### config.mk
export PLATFORM = sky130hd
export DESIGN_NAME = instr_serve
export DESIGN_NICKNAME = d
export VERILOG_FILES = /design/src/hdl/cache_pkg.sv /design/src/hdl/instr_serve.sv
export SDC_FILE = /design/constraint.sdc
export NUM_CORES = 1
export LEC_CHECK = 0
export ABC_AREA = 1
export BUFFER_PORTS_ARGS = -buffer_cell sky130_fd_sc_hd__buf_2
export CORE_UTILIZATION = 45
export CTS_BUF_LIST = sky130_fd_sc_hd__clkbuf_4
export DETAILED_ROUTE_END_ITERATION = 10
export GPL_ROUTABILITY_DRIVEN = 0
export PLACE_DENSITY_LB_ADDON = 0.12
export SYNTH_ARGS = -nofsm -noshare
export SYNTH_HDL_FRONTEND = slang
export SYNTH_SLANG_ARGS = --single-unit
### constraint.sdc
create_clock -name clk -period 4.26 [get_ports clk]
set_input_delay 0.852 -clock clk [delete_from_list [all_inputs] [get_ports clk]]
set_output_delay 0.852 -clock clk [all_outputs]
set_load 0.01 [all_outputs]
### src/hdl/cache_pkg.sv
package cache_pkg;

  // cache geometry
  localparam int NUM_WAYS       = 4;
  localparam int NUM_SETS       = 16;
  localparam int WORDS_PER_LINE = 8;
  localparam int BEATS_PER_LINE = 4;

  // address split: tag [31:9], set [8:5], offset [4:0]
  localparam int ADDR_W   = 32;
  localparam int TAG_W    = 23;
  localparam int SET_W    = 4;
  localparam int OFFSET_W = 5;

  typedef logic [ADDR_W-1:0] addr_t;
  typedef logic [TAG_W-1:0]  tag_t;
  typedef logic [SET_W-1:0]  set_t;
  typedef logic [$clog2(NUM_WAYS)-1:0] way_t;

  typedef logic [31:0] word_t;
  typedef logic [63:0] beat_t;
  typedef logic [WORDS_PER_LINE*32-1:0] line_t;

  // cpu byte read mask
  typedef logic [3:0] bmask_t;
  // byte write mask over a whole line
  typedef logic [WORDS_PER_LINE*4-1:0] lmask_t;

  typedef logic [$clog2(BEATS_PER_LINE)-1:0] beat_idx_t;

  // tree pseudo-lru, one bit per inner node
  typedef logic [NUM_WAYS-2:0] plru_bits_t;

  typedef enum logic [2:0] {
    IDLE,
    LOOKUP,
    MISS_REQ,
    FILL,
    REREAD
  } cache_state_e;

  typedef enum logic [1:0] {
    OP_NONE,
    OP_HIT_READ,
    OP_FILL_WRITE
  } sram_op_e;

endpackage

### src/hdl/instr_serve.sv
`timescale 1ns/1ps

module instr_serve (
  input  logic              clk,
  input  logic              arst_n,
  input  cache_pkg::addr_t  cpu_addr,
  input  cache_pkg::bmask_t cpu_rmask,
  input  logic              rdata_resp,
  output cache_pkg::addr_t  req_addr,
  output cache_pkg::bmask_t req_rmask,
  output logic              req_read
);

  logic take;

  // free slot, or the pending one retires this cycle
  assign take = !req_read || rdata_resp;

  assign req_read = (req_rmask != '0);

  always_ff @(posedge clk or negedge arst_n) begin
    if (!arst_n) begin
      req_rmask <= '0;
    end else if (take) begin
      // a zero mask here simply clears the slot
      req_rmask <= cpu_rmask;
    end
  end

  always_ff @(posedge clk) begin
    if (take) begin
      req_addr <= cpu_addr;
    end
  end

  // only one request in flight
  a_no_overlap : assert property (
    @(posedge clk) disable iff (!arst_n)
    req_read && !rdata_resp |-> cpu_rmask == '0
  ) else $error("new cpu request while one is still pending");

endmodule

==> results.cfg, run 1 <==
[timing]
final_hold_viol_count = 0
finalMaxSlewViolations = 0
max_freq_mhz = 514
fin_crit_sh = 0.457
worst_clock_skew_ns = 0.00865
min_period_ns = 1.95
rsz0062_at_grt = false
worstMarginPinSlew_ns = 0.775
setup_violations = 0
finalSetupTns_ns = 0
max_slew_margin = 0.482

[global_routing]
grt_max_degree = 37
grt_pass1_wl_um = 3030
grt_pass1_vias = 667
antenna_found_initial = 0
grtUsageMet1 = 0.158
grt_usage = 0.168
use_met3 = 0.0667
busiest_layer = met2
met2_usage = 0.321
gr-total-overflow = 0

[clock_tree]
cts_resized = 0
post_cts_hold_buffer_count = 0
cts.sinks = 36
post_cts_buffers = 0
cts_tree = built
cts_root_buf = clkbuf_4
clkTransAtPathRegs_ns = 0.10
cts_made_buffers = 5
htree_levels = 2
clk_latency_ns = 0.31
clk_path_buf_depth = 2

[critical_path]
path_cells = nor2_1 > nand2_2 > buf_2
max_stage_delay_ns = 0.41
path_max_fanout = 4
crit_path_end_kind = output port
crit_required_ns = 3.41
crit_arrival_ns = 1.09
slowest_stage = dfrtp_1
critPathTopFamily = flip-flops
crit_type = flip-flop to output port
crit_buf_inv = 1
worst_setup_path_start_kind = flip-flop

[min_path]
hold_path.class = input port to asynchronous set/reset pin

[power_and_ir_drop]
irDropWorstVdd_uv = 285
p_per_area_nw_per_um2 = 423
switching_share = 0.221
comb_power_share = 0.119
pwr-share-seq = 0.629
pwr-share-clk = 0.252
internal_power_uw = 531
power_switching_uw = 151
p_leak_uw = 0.000749

[outcome]
status = finished clean

[synthesis]
ys_seq_area_frac = 0.926
syn_area_per_cell_um2 = 21.6
ys_seq_elements = 36
syn_area_um2 = 1150
synth.distinct_cells = 7
synth_warnings = 0
syn-num-nets = 92
syn_inst = 53

[layout]
insertedDiodeCount = 0
final_util = 0.702
final_cell_mix = buf_2, edfxtp_1, nand2_1
drive_above_1_share = 0.625
fin_nets = 174
mostFrequentLayoutCell = buf_2
fin_area_um2 = 1610
synthToLayoutAreaGrowth_pct = 40.7

[routing]
dr.pass1.iters = 3
routed_wl_um = 2170
ant_nets = 0
drt_iter0_drc = 8
drc_errors = 0
vias_per_cell = 4.51
vias = 740
post_drt_wl_per_cell_um = 13.2

[floorplanning]
dieArea_um2 = 2750
design.core.area_um2 = 2300
row_count = 17
start_util = 0.499
die_x_um = 52.5
ioPinCount = 76
die_h_um = 52.5

[job]
cap_viol_max_count = 0

[placement]
port_buffers = 75
hpwl_um = 1730
dpl_cell_area_um2 = 1560
## final timing paths
path | from | endpoint | slack [ns] | cells after the start
worst max-delay path | req_rmask[2]$_DFFE_PN0P_ | req_read | 2.31 | 3
worst min-delay path | arst_n | req_rmask[0]$_DFFE_PN0P_ | 0.33 | 1
worst max register to register | req_rmask[2]$_DFFE_PN0P_ | req_addr[0]$_DFFE_PP_ | 2.66 | 3
worst min register to register | req_rmask[1]$_DFFE_PN0P_ | req_rmask[1]$_DFFE_PN0P_ | 0.52 | 2
max in group asynchronous | arst_n | req_rmask[2]$_DFFE_PN0P_ | 3.82 | 1
min in group clk | req_rmask[1]$_DFFE_PN0P_ | req_rmask[1]$_DFFE_PN0P_ | 0.52 | 2
## sequential cells by signal, indices dropped and copies added (netlist names)
register,cells
req_addr,32
req_rmask,4
## cells by family (layout without fill, tap and decap cells)
| group | after synthesis | in the layout | synth area share |
|---|---|---|---|
| DFF | 36 | 36 | 0.926 |
| and+or+nand+nor | 16 | 16 | 0.0590 |
| buffers and inverters | 1 | 84 | 0.0153 |
## layout make-up
cell class / count / area [µm²]
fillers: 178 / 684
inverters: 1 / 17.5
clock buffers: 7 / 52.6
multi-input cells: 16 / 67.6
well taps: 28 / 35.0
repair buffers: 75 / 375
clock inverters: 1 / 3.75
flip-flops and latches: 36 / 1060
## through the flow
step / setup WS [ns] / cells / hold slack, ns / power, µW
4_1_cts: 2.29 / 164 / 0.313 / 691
6_report: 2.31 / 164 / 0.325 / 682
5_1_grt: 2.23 / 164 / 0.303 / 712
3_3_place_gp: 2.23 / 156 / 0.506 / 516
2_1_floorplan: 2.43 / 53 / 0.529 / 470
3_5_place_dp: 2.20 / 156 / 0.501 / 520
## power by group through the flow
stage	Combinational, µW	Sequential, µW	Clock [µW]
finish	81.3	429	172
global route	89.8	432	190
CTS	82.8	429	179
detailed placement	82.7	437	0
global placement	80.5	435	0
floorplan	18.1	452	0
## per-layer routing
metal	vias to the layer above	wire length, µm
met5	-	0
met4	0	0
met3	0	191
met2	41	1230
met1	341	741
li1	358	-
## cell usage after synthesis
library cell / n / area share
bufinv_8: 1 / 0.015
edfxtp_1: 32 / 0.84
nand3_1: 2 / 0.0087
nand2_2: 2 / 0.011
dfrtp_1: 4 / 0.087
nand2_1: 10 / 0.033
nor2_1: 2 / 0.0066
Power figures use the tool's default switching activity.
==> inputs of run 2 (changes only) <==
--- a/config.mk
+++ b/config.mk
@@ -7,7 +7,7 @@
 export LEC_CHECK = 0
 export ABC_AREA = 1
 export BUFFER_PORTS_ARGS = -buffer_cell sky130_fd_sc_hd__buf_2
-export CORE_UTILIZATION = 45
+export CORE_UTILIZATION = 42
 export CTS_BUF_LIST = sky130_fd_sc_hd__clkbuf_4
 export DETAILED_ROUTE_END_ITERATION = 10
 export GPL_ROUTABILITY_DRIVEN = 0
==> constraint.sdc (replaced) <==
create_clock -name clk -period 1.85 [get_ports clk]
set_input_delay 0.37 -clock clk [delete_from_list [all_inputs] [get_ports clk]]
set_output_delay 0.37 -clock clk [all_outputs]
set_load 0.01 [all_outputs]
==> run 2 against run 1 <==
Global-route usage down 1.2 points. Combinational power up 140%. Routed wire length down 6.7%. Clock skew down 0.00066 ns. Worst hold slack worse by 0.12 ns. Utilization down 5.1 points. Highest routed layer is now met4. Non-clock buffer count up 2. First-iteration DRC count up 110%. Register-to-register slack worse by 2.2 ns. Largest power group unchanged.
==> results.cfg, run 2 (same netlist as run 1, synthesis figures left out) <==
[clock_tree]
clk_latency_ns = 0.33
cts_tree = built
cts.sinks = 36
clkTransAtPathRegs_ns = 0.10
cts_root_buf = clkbuf_4
clk_path_buf_depth = 2
cts_made_buffers = 5
htree_levels = 2
post_cts_buffers = 0

[timing]
worst_clock_skew_ns = 0.00800
finalMaxSlewViolations = 0
setup_violations = 0
worstMarginPinSlew_ns = 0.289
min_period_ns = 1.51
final_hold_viol_count = 0
finalSetupTns_ns = 0
max_slew_margin = 0.807
max_freq_mhz = 661
whs_ns = 0.206
fin_crit_sh = 0.818
rsz0062_at_grt = false

[floorplanning]
die_h_um = 54.2
dieArea_um2 = 2940
start_util = 0.454
ioPinCount = 76
die_x_um = 54.2
design.core.area_um2 = 2520
row_count = 18

[critical_path]
r2r-end = req_addr[1]$_DFFE_PP_
crit_buf_inv = 1
crit_type = flip-flop to output port
ff2ff_setup_slack_ns = 0.42
critPathTopFamily = flip-flops
worst_setup_path_start_kind = flip-flop
crit_required_ns = 1.48
path_cells = nor2_1 > nand2_2 > buf_2
reg2reg_from = req_rmask[0]$_DFFE_PN0P_
crit_arrival_ns = 1.14
r2r_cells = 4
path_max_fanout = 4
crit_path_end_kind = output port
slowest_stage = dfrtp_1
max_stage_delay_ns = 0.42

[power_and_ir_drop]
irDropWorstVdd_uv = 723
p_per_area_nw_per_um2 = 951
p_leak_uw = 0.000760

[routing]
routed_wl_um = 2020
vias_per_cell = 4.49
vias = 755
drc_errors = 0
ant_nets = 0
drt_iter0_drc = 17
dr.pass1.iters = 4
post_drt_wl_per_cell_um = 12.0

[layout]
mostFrequentLayoutCell = buf_2
fin_nets = 176
largest_register_ffs = 32
top_regs = req_addr: 32 flops, req_rmask: 4 flops
top_register = req_addr
drive_above_1_share = 0.616
final_cell_mix = buf_2, edfxtp_1, nand2_1
insertedDiodeCount = 0
synthToLayoutAreaGrowth_pct = 43.2

[global_routing]
gr-total-overflow = 0
grt_max_degree = 26
grt_usage = 0.156
grt_pass1_wl_um = 2820
antenna_found_initial = 0
grt_pass1_vias = 634

[min_path]
hold_path.class = input port to flip-flop
holdPathStages = 1
holdPathEnd = req_addr[2]$_DFFE_PP_
min_from = cpu_addr[2]

[placement]
port_buffers = 75
hpwl_um = 1510

[outcome]
status = finished clean

[job]
cap_viol_max_count = 0
## run 2: timing repair
action                                 in CTS  in global routing
endpoints found under the hold margin       4                  0
hold buffers                                1                  0
resized for setup                           0                  0
## run 2: cell type report
class | count | area [µm²]
multi-input combinational | 16 | 67.6
inverter | 1 | 17.5
sequential | 36 | 1060
timing repair buffer | 77 | 405
clock buffer | 6 | 45.0
fill | 210 | 881
tap | 30 | 37.5
clock inverter | 2 | 7.51
## run 2: worst max-delay path by stage
stage,start,end,slack [ns],cells past startpoint
2_1_floorplan,req_rmask[2]$_DFFE_PN0P_,req_addr[0]$_DFFE_PP_,0.37,3
3_3_place_gp,rdata_resp,req_addr[30]$_DFFE_PP_,0.48,4
3_5_place_dp,req_rmask[1]$_DFFE_PN0P_,req_addr[7]$_DFFE_PP_,0.44,4
4_1_cts,req_rmask[1]$_DFFE_PN0P_,req_read,0.32,3
5_1_grt,req_rmask[1]$_DFFE_PN0P_,req_read,0.26,3
6_report,req_rmask[0]$_DFFE_PN0P_,req_read,0.34,3
## run 2: per-stage QoR
step / cell area, µm² / cells / util / setup slack (ns) / total power (µW)
after floorplan: 1150 / 53 / - / 0.366 / 1080
after global placement: 1580 / 159 / 0.626 / 0.476 / 1190
after detailed placement: 1580 / 159 / 0.626 / 0.443 / 1200
after CTS: 1640 / 168 / 0.651 / 0.324 / 1590
after global routing: 1640 / 168 / 0.651 / 0.263 / 1640
final: 1640 / 168 / 0.651 / 0.337 / 1560
## run 2: where the power goes
group / switching, µW / leakage [µW] / internal (µW)
Sequential: 21.2 / 0.000364 / 964
Clock: 224 / 0.0000307 / 155
Combinational: 106 / 0.000365 / 90.9
Total: 351 / 0.000760 / 1210
## run 2: metal layers
metal	global-route usage	share of wire	vias to the layer above
li1	-	-	365
met1	0.148	0.35	340
met2	0.254	0.52	43
met3	0.0972	0.10	7
met4	0.0897	0.023	0
met5	0	0	-
